$ cat src/hdl/perf_cfg_pkg.sv
package perf_cfg_pkg;

  // ****************************************
  // monitor sizing
  // ****************************************

  // number of watched valid/ready links.
  localparam int NUM_CH = 4;

  // width of every statistics counter.
  localparam int COUNT_W = 16;

  // channel index width, kept at one bit or more.
  localparam int CH_W = (NUM_CH > 1) ? $clog2(NUM_CH) : 1;

  // ****************************************
  // derived values
  // ****************************************

  // saturation value of a counter.
  localparam logic [COUNT_W-1:0] COUNT_MAX = {COUNT_W{1'b1}};

endpackage

$ cat src/hdl/perf_map_pkg.sv
package perf_map_pkg;

  import perf_cfg_pkg::*;

  // ****************************************
  // readout address layout
  // ****************************************

  // stat selector sits in the low bits of the address.
  localparam int SEL_W = 2;

  // number of statistics kept per channel.
  localparam int NUM_STAT = 2 ** SEL_W;

  // channel index above the selector.
  localparam int ADDR_W = CH_W + SEL_W;

  // ****************************************
  // stat selector codes
  // ****************************************

  localparam logic [SEL_W-1:0] STAT_START     = 2'd0;  // started transactions.
  localparam logic [SEL_W-1:0] STAT_ACCEPT    = 2'd1;  // accepted transactions.
  localparam logic [SEL_W-1:0] STAT_STALL     = 2'd2;  // total stall cycles.
  localparam logic [SEL_W-1:0] STAT_MAX_STALL = 2'd3;  // longest single stall.

endpackage

$ cat src/hdl/rv_txn_detect.sv
module rv_txn_detect (
  input  logic clk,
  input  logic rst_n,
  input  logic valid,
  input  logic ready,
  output logic started,
  output logic stalled,
  output logic accepted
);

  // ****************************************
  // pending transaction state
  // ****************************************

  logic pending;  // valid held last cycle with no ready.

  always_ff @(posedge clk) begin
    if (!rst_n) begin
      pending <= 1'b0;
    end else begin
      pending <= valid && !ready;
    end
  end

  // ****************************************
  // event strobes
  // ****************************************

  // a new transaction only opens when nothing is pending.
  assign started  = valid && !pending;

  // first cycle with ready low counts as a start, later ones as stalls.
  assign stalled  = valid && !ready && pending;

  assign accepted = valid && ready;

  // a pending transfer keeps valid up until it is taken.
  a_valid_held : assert property (
    @(posedge clk) disable iff (!rst_n)
    pending |-> valid
  );

endmodule

$ cat src/hdl/rv_stat_counter.sv
module rv_stat_counter import perf_cfg_pkg::*; (
  input  logic               clk,
  input  logic               rst_n,
  input  logic               clr,
  input  logic               started,
  input  logic               stalled,
  input  logic               accepted,
  output logic [COUNT_W-1:0] start_count,
  output logic [COUNT_W-1:0] accept_count,
  output logic [COUNT_W-1:0] stall_count,
  output logic [COUNT_W-1:0] max_stall
);

  logic [COUNT_W-1:0] run_count;  // stall cycles of the open transaction.
  logic [COUNT_W-1:0] run_now;    // run length including this cycle.

  // add one when enabled, holding at all ones.
  function automatic logic [COUNT_W-1:0] sat_inc(
    input logic [COUNT_W-1:0] value,
    input logic               en
  );
    if (en && (value != COUNT_MAX)) begin
      return value + 1'b1;
    end
    return value;
  endfunction

  // ****************************************
  // current stall run
  // ****************************************

  always_comb begin
    if (started) begin
      run_now = '0;  // first cycle is never a stall.
    end else begin
      run_now = sat_inc(run_count, stalled);
    end
  end

  // ****************************************
  // live counters
  // ****************************************

  always_ff @(posedge clk) begin
    if (!rst_n) begin
      start_count  <= '0;
      accept_count <= '0;
      stall_count  <= '0;
      max_stall    <= '0;
      run_count    <= '0;
    end else if (clr) begin
      // strobes in the clear cycle are dropped.
      start_count  <= '0;
      accept_count <= '0;
      stall_count  <= '0;
      max_stall    <= '0;
      run_count    <= '0;
    end else begin
      start_count  <= sat_inc(start_count, started);
      accept_count <= sat_inc(accept_count, accepted);
      stall_count  <= sat_inc(stall_count, stalled);
      run_count    <= run_now;
      if (accepted && (run_now > max_stall)) begin
        max_stall <= run_now;  // new longest stall.
      end
    end
  end

  // ****************************************
  // checks
  // ****************************************

  // one transaction's stalls are part of the total.
  a_max_within_total : assert property (
    @(posedge clk) disable iff (!rst_n)
    max_stall <= stall_count
  );

  // a clear can split one open transaction, so one extra accept is allowed.
  a_accept_after_start : assert property (
    @(posedge clk) disable iff (!rst_n)
    ((start_count != COUNT_MAX) && (accept_count != COUNT_MAX))
      |-> ({1'b0, accept_count} <= ({1'b0, start_count} + 1'b1))
  );

endmodule

$ cat src/hdl/rv_stat_readout.sv
module rv_stat_readout import perf_cfg_pkg::*, perf_map_pkg::*; (
  input  logic                           clk,
  input  logic                           rst_n,
  input  logic                           snap,
  input  logic [NUM_CH-1:0][COUNT_W-1:0] start_count,
  input  logic [NUM_CH-1:0][COUNT_W-1:0] accept_count,
  input  logic [NUM_CH-1:0][COUNT_W-1:0] stall_count,
  input  logic [NUM_CH-1:0][COUNT_W-1:0] max_stall,
  input  logic                           rd_en,
  input  logic [ADDR_W-1:0]              rd_addr,
  output logic                           rd_valid,
  output logic [COUNT_W-1:0]             rd_data
);

  // ****************************************
  // shadow registers
  // ****************************************

  logic [NUM_CH-1:0][NUM_STAT-1:0][COUNT_W-1:0] shadow;

  always_ff @(posedge clk) begin
    if (!rst_n) begin
      shadow <= '0;
    end else if (snap) begin
      for (int i = 0; i < NUM_CH; i++) begin
        shadow[i][STAT_START]     <= start_count[i];
        shadow[i][STAT_ACCEPT]    <= accept_count[i];
        shadow[i][STAT_STALL]     <= stall_count[i];
        shadow[i][STAT_MAX_STALL] <= max_stall[i];
      end
    end
  end

  // ****************************************
  // read port
  // ****************************************

  logic [CH_W-1:0]  rd_ch;   // channel field.
  logic [SEL_W-1:0] rd_sel;  // stat field.

  assign rd_ch  = rd_addr[ADDR_W-1:SEL_W];
  assign rd_sel = rd_addr[SEL_W-1:0];

  // reads see the shadow before any snap at the same edge.
  always_ff @(posedge clk) begin
    if (!rst_n) begin
      rd_valid <= 1'b0;
      rd_data  <= '0;
    end else begin
      rd_valid <= rd_en;
      if (rd_en) begin
        rd_data <= shadow[rd_ch][rd_sel];
      end
    end
  end

  // the address must name a watched channel.
  a_rd_ch_range : assert property (
    @(posedge clk) disable iff (!rst_n)
    rd_en |-> (rd_ch < NUM_CH)
  );

endmodule

$ cat src/hdl/rv_perf_monitor.sv
module rv_perf_monitor import perf_cfg_pkg::*, perf_map_pkg::*; (
  input  logic               clk,
  input  logic               rst_n,
  input  logic [NUM_CH-1:0]  valid,
  input  logic [NUM_CH-1:0]  ready,
  input  logic               clr,
  input  logic               snap,
  input  logic               rd_en,
  input  logic [ADDR_W-1:0]  rd_addr,
  output logic               rd_valid,
  output logic [COUNT_W-1:0] rd_data
);

  // per-channel event strobes.
  logic [NUM_CH-1:0] started;
  logic [NUM_CH-1:0] stalled;
  logic [NUM_CH-1:0] accepted;

  // live counter values.
  logic [NUM_CH-1:0][COUNT_W-1:0] start_count;
  logic [NUM_CH-1:0][COUNT_W-1:0] accept_count;
  logic [NUM_CH-1:0][COUNT_W-1:0] stall_count;
  logic [NUM_CH-1:0][COUNT_W-1:0] max_stall;

  // ****************************************
  // channel slices
  // ****************************************

  for (genvar ch = 0; ch < NUM_CH; ch++) begin : g_ch
    rv_txn_detect rv_txn_detect_inst (
      .clk     (clk),
      .rst_n   (rst_n),
      .valid   (valid[ch]),
      .ready   (ready[ch]),
      .started (started[ch]),
      .stalled (stalled[ch]),
      .accepted(accepted[ch])
    );

    rv_stat_counter rv_stat_counter_inst (
      .clk         (clk),
      .rst_n       (rst_n),
      .clr         (clr),
      .started     (started[ch]),
      .stalled     (stalled[ch]),
      .accepted    (accepted[ch]),
      .start_count (start_count[ch]),
      .accept_count(accept_count[ch]),
      .stall_count (stall_count[ch]),
      .max_stall   (max_stall[ch])
    );
  end

  // ****************************************
  // readout
  // ****************************************

  rv_stat_readout rv_stat_readout_inst (
    .clk         (clk),
    .rst_n       (rst_n),
    .snap        (snap),
    .start_count (start_count),
    .accept_count(accept_count),
    .stall_count (stall_count),
    .max_stall   (max_stall),
    .rd_en       (rd_en),
    .rd_addr     (rd_addr),
    .rd_valid    (rd_valid),
    .rd_data     (rd_data)
  );

endmodule

$ cat config.mk
export PLATFORM = sky130hd
export DESIGN_NAME = rv_perf_monitor
export DESIGN_NICKNAME = d
export VERILOG_FILES = /design/src/hdl/perf_cfg_pkg.sv /design/src/hdl/perf_map_pkg.sv /design/src/hdl/rv_txn_detect.sv /design/src/hdl/rv_stat_counter.sv /design/src/hdl/rv_stat_readout.sv /design/src/hdl/rv_perf_monitor.sv
export SDC_FILE = /design/constraint.sdc
export NUM_CORES = 1
export LEC_CHECK = 0
export BUFFER_PORTS_ARGS = -buffer_cell sky130_fd_sc_hd__buf_2
export CAP_MARGIN = 10
export CORE_AREA = 3 3 302 230
export DETAILED_ROUTE_END_ITERATION = 16
export DIE_AREA = 0 0 305 233
export PLACE_DENSITY = 0.62
export SLEW_MARGIN = 0
export SYNTH_ARGS = -nofsm -noshare
export SYNTH_HDL_FRONTEND = slang
export SYNTH_SLANG_ARGS = --single-unit
$ cat constraint.sdc
create_clock -name clk -period 3.6 [get_ports clk]
set_input_delay 0.54 -clock clk [delete_from_list [all_inputs] [get_ports clk]]
set_output_delay 0.54 -clock clk [all_outputs]
set_load 0.02 [all_outputs]
; After elaboration in Yosys (flattened, before gate mapping)
; Cells that the tools add are included.
[op_classes]
addsub = 16
n_reduce_logical = 45
bitwise = 1
n_lt_le_gt_ge = 6
mux = 72
eq_ne = 16
[ops]
columns = cell, count
row1 = $mux 16, 25
row2 = $add 16x1->16 const B, 16
row3 = $ne 16x16->1 const B, 16
row4 = $bmux 64 s2, 1
row5 = $gt 16x16->1, 4
row6 = $mux 64, 1
row7 = $mux 1, 44
row8 = $logic_and 1x1->1, 36
row9 = $bmux 16 s2, 1
row10 = $logic_not 1->1, 8
row11 = $lt 2x3->1 const B, 2
row12 = $reduce_or 2->1, 1
row13 = $not 1->1, 1
[totals]
register_bits = 597
output_inout_bits = 17

; Longest topological paths before layout
; Gate-level depths: netlist of the first run.
[logic_depth]
word_depth = 10
ltp_mapped = 15
mapped_depth_nobuf = 12

; Cells and area by module
; Synthesis of the first run repeated with hierarchy kept, for this count alone.
[unflattened]
hier_cells = 3244
area_unflattened_um2 = 29748.5
[modules_own_cells]
columns = mod, cells_each, area_each_um2, seq_area_each_um2, instances
row1 = rv_stat_readout, 1156, 12316.8, 5465.2, 1
row2 = rv_stat_counter (g_ch[0].rv_stat_counter_inst ...), 520, 4337.9, 1601.5, 2
row3 = rv_stat_counter (g_ch[2].rv_stat_counter_inst), 521, 4285.4, 1601.5, 1
row4 = rv_stat_counter (g_ch[3].rv_stat_counter_inst), 507, 4260.3, 1601.5, 1
row5 = rv_txn_detect, 5, 52.6, 20.0, 4

; Worst setup path before layout of the first run
; OpenSTA, ideal clock, no wires.
[synth_path]
path_kind = reg-to-reg
from = register g_ch[2].rv_stat_counter_inst.run_count[0]
to = register g_ch[2].rv_stat_counter_inst.max_stall[13]
path_slack_ns = 0.090
required_ns = 3.479
path_stages_with_launch = 12
arrival_ns = 3.389
setup_time_ns = 0.121
synth_period_minus_slack_ns = 3.510
path_cell_list = dfxtp_1 ha_1 nand4_2 or3_1 o41a_1 o21a_1 ha_1 nand4_1 nor2_1 a221o_1 o31ai_4 mux2_2
[synth_via]
elab_chain_cells = 8
elab_cells_between_ends = 10
cone_classes = add/sub: 1 / order compare: 1 / eq/ne: 1 / mux: 5 / reduce/logical: 2
[synth_rtl]
columns = item, line
row1 = "start, declared", rv_stat_counter.sv:14  ; logic [COUNT_W-1:0] run_count;
row2 = "start signal, assigned", rv_stat_counter.sv:62  ; run_count <= run_now;
row3 = branches (longest 4 deep; another with $add 16x1->16), -
row4 = $mux 16 *, rv_stat_counter.sv:25  ; return value;
row5 = $mux 16 *, rv_stat_counter.sv:33  ; if (started) begin
row6 = via g_ch[2].rv_stat_counter_inst.run_now[14], rv_stat_counter.sv:15  ; logic [COUNT_W-1:0] run_now;
row7 = $gt 16x16->1 *, rv_stat_counter.sv:63  ; if (accepted && (run_now > max_stall)) begin
row8 = $logic_and 1x1->1 *, rv_stat_counter.sv:63
row9 = "end signal, assigned", rv_stat_counter.sv:64  ; max_stall <= run_now;
row10 = "end signal, assigned", rv_stat_counter.sv:76  ; max_stall <= stall_count
row11 = "end, declared", rv_stat_counter.sv:11  ; output logic [COUNT_W-1:0] max_stall
; Mark *: on every way through the listed nets, which the timed path passes. The select of a mux whose other input is x is not followed.
; A chain may end at the register's enable or synchronous reset.

; Worst setup path after layout of the first run
[layout_path]
from = register g_ch[1].rv_stat_counter_inst.run_count[1]
to = register g_ch[1].rv_stat_counter_inst.max_stall[2]
[layout_via]
elab_chain_cells = 8
elab_cells_between_ends = 10
cone_classes = add/sub: 1 / order compare: 1 / eq/ne: 1 / mux: 5 / reduce/logical: 2
[layout_rtl]
columns = item, line
row1 = "start, declared", rv_stat_counter.sv:14
row2 = "start signal, assigned", rv_stat_counter.sv:62
row3 = branches (longest 4 deep; another with $add 16x1->16), -
row4 = $mux 16 *, rv_stat_counter.sv:25
row5 = $mux 16 *, rv_stat_counter.sv:33
row6 = via g_ch[1].rv_stat_counter_inst.run_now[1], rv_stat_counter.sv:15
row7 = $gt 16x16->1 *, rv_stat_counter.sv:63
row8 = $logic_and 1x1->1 *, rv_stat_counter.sv:63
row9 = "end signal, assigned", rv_stat_counter.sv:64
row10 = "end signal, assigned", rv_stat_counter.sv:76
row11 = "end, declared", rv_stat_counter.sv:11
; Marked as above.

==> summary.txt, run 1 <==
Outcome
  – Status: completed

CTS
  – Reg clk slew, reported paths: 0.07 ns
  – Worst-skew pair later-pin latency: 0.64 ns
  – CTS H-tree depth: 2
  – Maximum buffer depth of the clock tree: 3
  – CTS tree: done
  – Num CTS Buffers: 59
  – Hold_buf cts: 0
  – CTS root buffer: clkbuf_16
  – Num Clock Sinks: 597

Global route
  – Tot GR Track Use: 22.57%
  – Met3 Use GR: 5.751%
  – Gr busiest metal: met1
  – Initial antenna violation count: 3
  – First-pass GRT wire length: 126,300 um
  – Met2 GRT Util: 31.68%
  – Vias in the first global route: 21,643
  – Largest net degree at the start of global routing: 142
  – GR Overflow Total: 0
  – Met1 usage: 33.06%

STA
  – Final Setup Violations: 0
  – Final worst-path cycle share: 96.42%
  – Fmax achieved: 0.2881 GHz
  – Slew headroom: 20.92%
  – Setup TNS: 0 ns
  – Tmin final: 3.471 ns
  – Final Hold Fails: 0
  – Final Slew Violations: 0
  – Worst Tran Pin Value: 1.168 ns
  – Worst Skew: 0.02549 ns

Logic synthesis
  – Netlist cell types: 82
  – Top area cells in the synthesized netlist: dfxtp_1, mux2i_1, mux4_2
  – Seq/Total Area, Yosys: 40.01%
  – Yosys top cell area share: 40.01%
  – Post-Synthesis Cell Area: 0.02987 sq mm
  – Top-count cell post-synth: dfxtp_1
  – Post-Syn Nets: 3,228
  – Area leader, netlist: dfxtp_1
  – Mapped Cells: 3,131
  – Warnings from Yosys: 0
  – Syn Area/Cell: 9.542 sq um
  – Most frequent cells after synthesis: dfxtp_1, mux2i_1, nor2b_1
  – Seq cells post-synth: 597
  – Post-synth ARST share: 0%
  – EDFF count, synth: 0
  – Synth Flop Type: dfxtp_1

Worst setup path
  – CP cell instances: ha_4 -> nand4_4 -> or4_4 -> and3_1 -> or2_2 -> ha_1 -> nor2b_1 -> o21ai_0 -> a21boi_0 -> o31a_1 -> buf_4 -> buf_4 -> mux2i_1
  – CP Data Required Time: 4.09 ns
  – Largest fanout on the critical path: 7
  – Arrival time at the worst endpoint: 3.96 ns
  – Crit path top cell by count: buf_4
  – Cell family with most CP delay: simple AND/OR/NAND/NOR gates
  – Endpoint type of the worst setup path: flip-flop
  – Crit path buf inv count: 2
  – CP Class: flip-flop to flip-flop
  – Slowest stage delay, CP: 0.61 ns
  – CP max stage cell: or4_4
  – Crit start category: flip-flop

Finish
  – Final std cells w/o fill: 4,073
  – Area added between synthesis and finish: 11.76%
  – Final Instance Area: 0.03339 sq mm
  – Share of cells above drive strength 1: 12.76%
  – Nets: 3,243

Route
  – Total Wirelength: 81,930 um
  – Via count: 23,224
  – Mean routed wirelength per cell: 20.11 um
  – Iter 0 DRT Violations: 2,044
  – TritonRoute pass-1 iters: 7
  – Routed Antenna Nets: 0
  – DRC errors left: 0
  – Via density: 5.702

Power and ir drop
  – Cell Int Power: 10.45 mW
  – VDD IR max: 0.0003664 V
  – Clock share of power: 46.8%
  – Net Switching: 3.069 mW
  – Power Dens Cells: 404.9 mW/mm^2
  – Power, Total: 13.52 mW
  – Leak: 12.89 nW
  – Combinational share of power: 4.1%
  – Net Sw Frac: 22.70%
  – Seq pwr share: 49.0%

Floorplanning
  – Die width: 305 um
  – DIE AREA: 0.07107 sq mm
  – Core area: 0.06659 sq mm
  – Io pins: 34
  – FP Rows: 82
  – Die H: 233 um
  – Starting Density: 44.87%

Flow run
  – Max-cap violations: 0

Placement
  – I/O Buffers: 33
  – RePlAce Congestion: 0.8991
  – Area post-placement: 0.03127 sq mm
  – Post-Place Cells: 3,964
  – DP Wirelength: 60,620 um

Hold path
  – Worst min-delay path class: input port to flip-flop
==> cell families after synthesis <==
| family | share of synthesized area, % |
|---|---|
| xor gates and xnor gates | 4.016 |
| DFF | 40.01 |
| muxes | 17.12 |
| buffers and inverters | 4.519 |
| adders and majority gates | 3.351 |
| and+or+nand+nor | 22.66 |
| AOI/OAI and AO/OA | 8.330 |
==> routing by layer <==
layer  share of wire [%]  vias up  routed length [um]
met5               0.032        -                  26
met4                 3.4        4                2823
met3                 8.5      132                6993
met2                  40      708               33010
met1                  48    11138               39080
li1                    -    11242                   -
==> flip-flops by register name (all words and copies together) (netlist names), 4 cells and up <==
name and flops:
g_ch.rv_stat_counter_inst.max_stall 64, g_ch.rv_stat_counter_inst.run_count 64, g_ch.rv_stat_counter_inst.accept_count 64, g_ch.rv_stat_counter_inst.stall_count 64
g_ch.rv_txn_detect_inst.pending 4, rv_stat_readout_inst.rd_data 16, rv_stat_readout_inst.shadow 256, g_ch.rv_stat_counter_inst.start_count 64
==> worst register-to-register path: stages, from the launching register on <==
cell	delay (ns)
dfxtp_1	0.43
ha_4	0.19
nand4_4	0.15
or4_4	0.61
and3_1	0.22
or2_2	0.30
ha_1	0.30
nor2b_1	0.13
o21ai_0	0.15
a21boi_0	0.10
o31a_1	0.30
buf_4	0.16
buf_4	0.16
mux2i_1	0.12
==> path summary, 6_finish.rpt <==
check	from	to	slack, ns	cells past startpoint
setup / recovery	g_ch[1].rv_stat_counter_inst.run_count[1]	g_ch[1].rv_stat_counter_inst.max_stall[2]	0.13	13
hold / removal	rst_n	rv_stat_readout_inst.shadow[122]	0.22	2
setup reg to reg	g_ch[1].rv_stat_counter_inst.run_count[1]	g_ch[1].rv_stat_counter_inst.max_stall[2]	0.13	13
hold reg to reg	rv_stat_readout_inst.rd_data[7]	rv_stat_readout_inst.rd_data[7]	0.47	2
==> placed cells by master (no fill, tap or decap), types with 10 or more instances in the layout <==
cell	n
a211oi_1	30
a21oi_1	77
a31o_2	10
a31oi_1	17
and2_1	20
and3_1	48
and4_1	33
buf_12	10
buf_2	30
buf_4	90
clkbuf_1	16
clkbuf_16	60
dfxtp_1	592
ha_1	76
inv_1	150
mux2i_1	322
mux4_2	80
nand2_1	206
nand3_1	95
nand3b_1	20
nand4_1	83
nor2_1	226
nor2b_1	265
nor3_1	57
nor4_1	40
o211a_1	11
o211ai_1	29
o21a_1	11
o21ai_0	56
o21ai_1	10
or2_2	19
or3_1	20
xnor2_1	97
xor2_1	40
==> power by group through the flow <==
stage	logic, mW	clock network [mW]	registers (mW)
after floorplan	0.395	0	6.77
after global placement	0.552	0	6.78
after detailed placement	0.558	0	6.78
after CTS	0.559	6.47	6.63
after global routing	0.593	6.73	6.62
final	0.560	6.33	6.63
==> final cells by class <==
type	instances	area, sq um
Antenna cell	1	2.502
Clock buffer	82	1644
Clock inverter	23	302.8
Fill cell	6028	33200
Inverter	150	563.0
Multi-Input combinational cell	2201	16710
Sequential cell	597	11960
Tap cell	882	1104
Timing Repair Buffer	137	1109
==> through the flow <==
stage / hold slack, ns / utilization [%] / setup WS (ns)
2_1_floorplan: 0.4474 / - / 0.09017
3_3_place_gp: 0.4588 / 46.97 / -0.1217
3_5_place_dp: 0.4635 / 46.97 / -0.2197
4_1_cts: 0.1779 / 49.95 / 0.02929
5_1_grt: 0.1862 / 50.14 / -0.03629
6_report: 0.2194 / 50.14 / 0.1290
==> timing repair <==
action                                 4_1_cts  5_1_grt
setup endpoints to repair                   10       64
endpoints found under the hold margin        0        0
buffers inserted                             1        2
gates resized for setup                      5       29
gates cloned                                 0        0
pin swaps                                    1        6
(Power assumes the default switching activity.)
==> run 2: changes to the inputs <==
==> constraint.sdc (replaced) <==
create_clock -name clk -period 2.8 [get_ports clk]
set_input_delay 0.42 -clock clk [delete_from_list [all_inputs] [get_ports clk]]
set_output_delay 0.42 -clock clk [all_outputs]
set_load 0.02 [all_outputs]
==> summary.txt, run 2 (same netlist as run 1, synthesis figures left out) <==
Placement
  – RePlAce Congestion: 0.8871
  – I/O Buffers: 33
  – Worst slack, placed: -0.7447 ns
  – DP Wirelength: 63,410 um
  – Area post-placement: 0.03291 sq mm

Global route
  – GR Overflow Total: 0
  – First-pass GRT wire length: 133,800 um
  – Vias in the first global route: 23,116
  – Initial antenna violation count: 3
  – Largest net degree at the start of global routing: 232
  – Tot GR Track Use: 23.63%

Floorplanning
  – Die H: 233 um
  – Io pins: 34
  – Core area: 0.06659 sq mm
  – Die width: 305 um
  – Starting Density: 44.87%
  – FP Rows: 82
  – DIE AREA: 0.07107 sq mm

Route
  – DR WL met2: 35,860 um
  – Routed Antenna Nets: 0
  – Top sig layer: met4
  – DRC errors left: 0
  – Iter 0 DRT Violations: 2,073
  – M1 WL: 42,360 um
  – TritonRoute pass-1 iters: 5
  – Mean routed wirelength per cell: 20.13 um
  – Met3 wire length: 5401 um
  – Total Wirelength: 86,240 um
  – Via count: 24,285
  – Via density: 5.670

Power and ir drop
  – Power, Total: 17.68 mW
  – Leak: 14.22 nW
  – Seq pwr share: 48.2%
  – Combinational share of power: 4.5%
  – Net Sw Frac: 22.80%
  – Cell Int Power: 13.65 mW
  – Net Switching: 4.030 mW
  – Power Dens Cells: 492.5 mW/mm^2
  – Clock share of power: 47.4%
  – VDD IR max: 0.0004854 V

Worst setup path
  – Crit start category: flip-flop
  – Arrival time at the worst endpoint: 3.82 ns
  – Largest fanout on the critical path: 3
  – CP Data Required Time: 3.32 ns
  – CP Launch Point: g_ch[2].rv_stat_counter_inst.run_count[1]
  – FF-to-FF Start: g_ch[2].rv_stat_counter_inst.run_count[1]
  – CP Class: flip-flop to flip-flop
  – Endpoint type of the worst setup path: flip-flop

STA
  – Final Setup Violations: 64
  – Worst Tran Pin Value: 0.8630 ns
  – Final worst-path cycle share: 118.1%
  – Slew headroom: 42.47%
  – RSZ-0062 raised after global routing: yes
  – Final Slew Violations: 0
  – Tmin final: 3.306 ns
  – Final Hold Fails: 0
  – Fmax achieved: 0.3025 GHz
  – Worst Skew: 0.01839 ns
  – Setup TNS: -24.09 ns
  – Setup ws final: -0.5061 ns

CTS
  – Maximum buffer depth of the clock tree: 3
  – CTS root buffer: clkbuf_16
  – CTS H-tree depth: 2
  – Worst-skew pair later-pin latency: 0.63 ns
  – Num CTS Buffers: 59
  – Reg clk slew, reported paths: 0.06 ns
  – Num Clock Sinks: 597
  – CTS tree: done

Outcome
  – Status: finished, violations left
  – Failing checks: setup timing

Finish
  – Core Util, Final: 53.90%
  – Max FFs per register: 256
  – Area added between synthesis and finish: 20.12%
  – Largest register by flop count: rv_stat_readout_inst.shadow
  – Highest-count cells in the layout ignoring fill and taps: dfxtp_1, mux2i_1, buf_4
  – Nets: 3,447
  – Final Instance Area: 0.03589 sq mm
  – Share of cells above drive strength 1: 21.16%
  – Most common cell after layout, fill and taps aside: dfxtp_1

Flow run
  – Max-cap violations: 0

Hold path
  – Worst min-delay path class: input port to flip-flop
  – Min-delay src: valid[0]
-- run 2: routing by layer --
metal | GRT usage, % | up-vias
met5 | 0 | -
met4 | 7.231 | 0
met3 | 4.341 | 144
met2 | 34.84 | 670
met1 | 34.90 | 11832
li1 | - | 11639
-- run 2: power by group through the flow --
stage / clock network, mW / registers (mW) / logic (mW)
after CTS: 8.49 / 8.52 / 0.781
after global placement: 0 / 8.71 / 0.768
after global routing: 8.85 / 8.51 / 0.831
after floorplan: 0 / 8.71 / 0.512
final: 8.38 / 8.51 / 0.788
after detailed placement: 0 / 8.71 / 0.777
-- run 2: cell type report --
cell class / count / area [sq um]
fillers: 5862 / 30700
clock inverters: 27 / 329.1
clock buffers: 82 / 1705
inverters: 150 / 563.0
well taps: 882 / 1104
repair buffers: 341 / 2781
multi-input cells: 2201 / 17390
diodes: 3 / 7.507
flip-flops and latches: 597 / 12010
-- run 2: what timing repair did --
action                     in CTS  in global routing
resized for setup              65                 81
cloned                          1                  1
pin swaps                      31                 71
buffers inserted               10                 26
setup endpoints to repair      64                 64
hold buffers                    0                  0
-- run 2: worst max-delay path, stage by stage, from the launching register on --
cell     delay (ns)
dfxtp_4        0.36
ha_4           0.15
buf_6          0.10
inv_2          0.02
or4_4          0.54
a21bo_4        0.24
and2_4         0.14
nor2_4         0.11
ha_4           0.21
a21oi_2        0.15
o21ai_2        0.07
a221o_1        0.33
o31ai_4        0.33
buf_6          0.16
mux2_4         0.29
-- run 2: stage by stage --
| step | hold slack, ns | instances |
|---|---|---|
| 3_3_place_gp | 0.4582 | 4133 |
| 5_1_grt | 0.1939 | 4280 |
| 6_report | 0.1937 | 4283 |
| 2_1_floorplan | 0.4474 | 3131 |
| 4_1_cts | 0.1704 | 4253 |
| 3_5_place_dp | 0.4609 | 4133 |
-- run 2: path summary, 6_finish.rpt --
check / slack (ns) / cells after the start / end
max reg2reg: -0.51 / 14 / g_ch[2].rv_stat_counter_inst.max_stall[13]
min: 0.19 / 3 / g_ch[0].rv_txn_detect_inst.pending
min reg2reg: 0.47 / 2 / rv_stat_readout_inst.rd_data[0]
max: -0.51 / 14 / g_ch[2].rv_stat_counter_inst.max_stall[13]
==> run 3: changes to the inputs <==
--- a/config.mk
+++ b/config.mk
@@ -7,10 +7,10 @@
 export LEC_CHECK = 0
 export BUFFER_PORTS_ARGS = -buffer_cell sky130_fd_sc_hd__buf_2
 export CAP_MARGIN = 10
-export CORE_AREA = 3 3 302 230
+export CORE_AREA = 3 3 320 243
 export DETAILED_ROUTE_END_ITERATION = 16
-export DIE_AREA = 0 0 305 233
-export PLACE_DENSITY = 0.62
+export DIE_AREA = 0 0 323 246
+export PLACE_DENSITY = 0.56
 export SLEW_MARGIN = 0
 export SYNTH_ARGS = -nofsm -noshare
 export SYNTH_HDL_FRONTEND = slang
==> constraint.sdc (replaced) <==
create_clock -name clk -period 2.8 [get_ports clk]
set_input_delay 0.42 -clock clk [delete_from_list [all_inputs] [get_ports clk]]
set_output_delay 0.42 -clock clk [all_outputs]
set_load 0.01 [all_outputs]
==> summary.txt, run 3 (same netlist as run 1, synthesis figures left out) <==
Outcome
  – Status: finished, violations left
  – Failing checks: setup timing

STA
  – Final worst-path cycle share: 117.6%
  – RSZ-0062 raised after global routing: yes
  – Final Slew Violations: 0
  – Worst hold slack: 0.1808 ns
  – Setup ws final: -0.4924 ns
  – Setup TNS: -24.42 ns
  – Final Setup Violations: 64
  – Slew headroom: 38.47%
  – Final Hold Fails: 0
  – Tmin final: 3.292 ns
  – Fmax achieved: 0.3037 GHz
  – Worst Tran Pin Value: 0.9229 ns
  – Worst Skew: 0.02413 ns

Finish
  – Most common cell after layout, fill and taps aside: dfxtp_1
  – ANT cells: 0
  – Nets: 3,438
  – Highest-count cells in the layout ignoring fill and taps: dfxtp_1, mux2i_1, nor2b_1
  – Filler Cell Count: 6,864
  – Share of cells above drive strength 1: 20.92%
  – Max FFs per register: 256
  – Area added between synthesis and finish: 20.38%
  – Final std cells w/o fill: 4,364
  – Largest register by flop count: rv_stat_readout_inst.shadow

Placement
  – I/O Buffers: 33
  – DP Wirelength: 66,500 um
  – RePlAce Congestion: 0.9088
  – Post-Place Cells: 4,224

Floorplanning
  – Core area: 0.07489 sq mm
  – FP Rows: 87
  – Die width: 323 um
  – DIE AREA: 0.07946 sq mm
  – Die H: 246 um
  – Starting Density: 39.89%
  – Io pins: 34

Route
  – DRC errors left: 0
  – TritonRoute pass-1 iters: 5
  – Iter 0 DRT Violations: 2,097
  – Via density: 5.575
  – Total Wirelength: 89,630 um
  – Routed Antenna Nets: 0
  – Via count: 24,329
  – Mean routed wirelength per cell: 20.54 um

Worst setup path
  – CP Data Required Time: 3.33 ns
  – CP max stage cell: or4_4
  – CP Class: flip-flop to flip-flop
  – Crit start category: flip-flop
  – FF-to-FF Start: g_ch[2].rv_stat_counter_inst.run_count[14]
  – R2r worst-path depth: 13
  – Largest fanout on the critical path: 7
  – Worst R2R End: g_ch[2].rv_stat_counter_inst.max_stall[5]
  – CP cell instances: nand4_1 -> or4_4 -> a21bo_4 -> and2_4 -> nor2_4 -> ha_4 -> a21oi_2 -> o21ai_2 -> a221o_1 -> o31ai_4 -> buf_6 -> buf_12 -> mux2i_2
  – Slowest stage delay, CP: 0.61 ns
  – Worst R2R Setup Slack: -0.49 ns
  – Arrival time at the worst endpoint: 3.82 ns
  – Endpoint type of the worst setup path: flip-flop

Hold path
  – Min-delay src: rst_n
  – Hold Path Cell Cnt: 2
  – Worst min-delay path class: input port to flip-flop
  – WHS Endpoint: rv_stat_readout_inst.shadow[40]

CTS
  – CTS H-tree depth: 3
  – Num Clock Sinks: 597
  – CTS tree: done
  – Maximum buffer depth of the clock tree: 3
  – Worst-skew pair later-pin latency: 0.62 ns
  – Num CTS Buffers: 66
  – Reg clk slew, reported paths: 0.07 ns
  – CTS root buffer: clkbuf_16

Global route
  – Vias in the first global route: 23,044
  – Initial antenna violation count: 6
  – Tot GR Track Use: 22.25%
  – First-pass GRT wire length: 137,700 um
  – Largest net degree at the start of global routing: 220
  – GR Overflow Total: 0

Power and ir drop
  – Power, Total: 18.03 mW
  – VDD IR max: 0.0003246 V
  – Power Dens Cells: 501.3 mW/mm^2
  – Leak: 14.18 nW

Flow run
  – Max-cap violations: 0
-- run 3: per-layer routing --
metal,track usage (%),routed length [um],vias up
met5,0,41,-
met4,5.560,2007,6
met3,3.737,5858,123
li1,-,-,11596
met2,32.36,37260,720
met1,33.87,44460,11884
-- run 3: where the power goes --
part	leakage, nW	switching, mW	total [mW]	internal [mW]
Sequential	4.83	0.0176	8.52	8.50
Clock	1.05	3.67	8.74	5.07
Combinational	8.30	0.452	0.772	0.320
-- run 3: worst max-delay path, delay by kind of cell (launching register included) --
family | cells | cell delay (ns)
simple gates | 4 | 1.08
compound gates | 5 | 1.07
flops | 1 | 0.33
buf+inv | 2 | 0.29
fa+ha+maj | 1 | 0.21
mux | 1 | 0.20
-- run 3: timing repair --
item,CTS,global route
cloned,2,0
gates resized for setup,78,62
hold buffers,0,0
setup buffers,16,13
setup endpoints to repair,64,64
pin swaps,48,64
-- run 3: cell type report --
class	instances	area, sq um	area share (%)
multi-input combinational	2201	17360	48.26
sequential	597	12000	33.38
timing repair buffer	325	2679	7.449
clock buffer	89	1869	5.198
tap	979	1225	3.406
inverter	150	563.0	1.566
clock inverter	23	266.5	0.7410
-- run 3: worst max path at each step --
stage | start | end | slack, ns | depth (start not counted)
floorplan | g_ch[2].rv_stat_counter_inst.run_count[1] | g_ch[2].rv_stat_counter_inst.max_stall[10] | -0.51 | 12
global placement | ready[0] | g_ch[0].rv_stat_counter_inst.max_stall[8] | -0.72 | 13
detailed placement | ready[0] | g_ch[0].rv_stat_counter_inst.max_stall[13] | -0.80 | 13
CTS | g_ch[2].rv_stat_counter_inst.run_count[11] | g_ch[2].rv_stat_counter_inst.max_stall[15] | -0.44 | 12
global route | g_ch[2].rv_stat_counter_inst.run_count[0] | g_ch[2].rv_stat_counter_inst.max_stall[5] | -0.63 | 15
finish | g_ch[2].rv_stat_counter_inst.run_count[14] | g_ch[2].rv_stat_counter_inst.max_stall[5] | -0.49 | 13
-- run 3: stage by stage --
stage | utilization (%) | instance area [sq um] | worst slack [ns]
6_report | 48.02 | 35960 | -0.4924
5_1_grt | 48.02 | 35960 | -0.6333
4_1_cts | 47.53 | 35590 | -0.4446
3_5_place_dp | 44.08 | 33010 | -0.8038
3_3_place_gp | 44.08 | 33010 | -0.7203
2_1_floorplan | - | 30230 | -0.5086
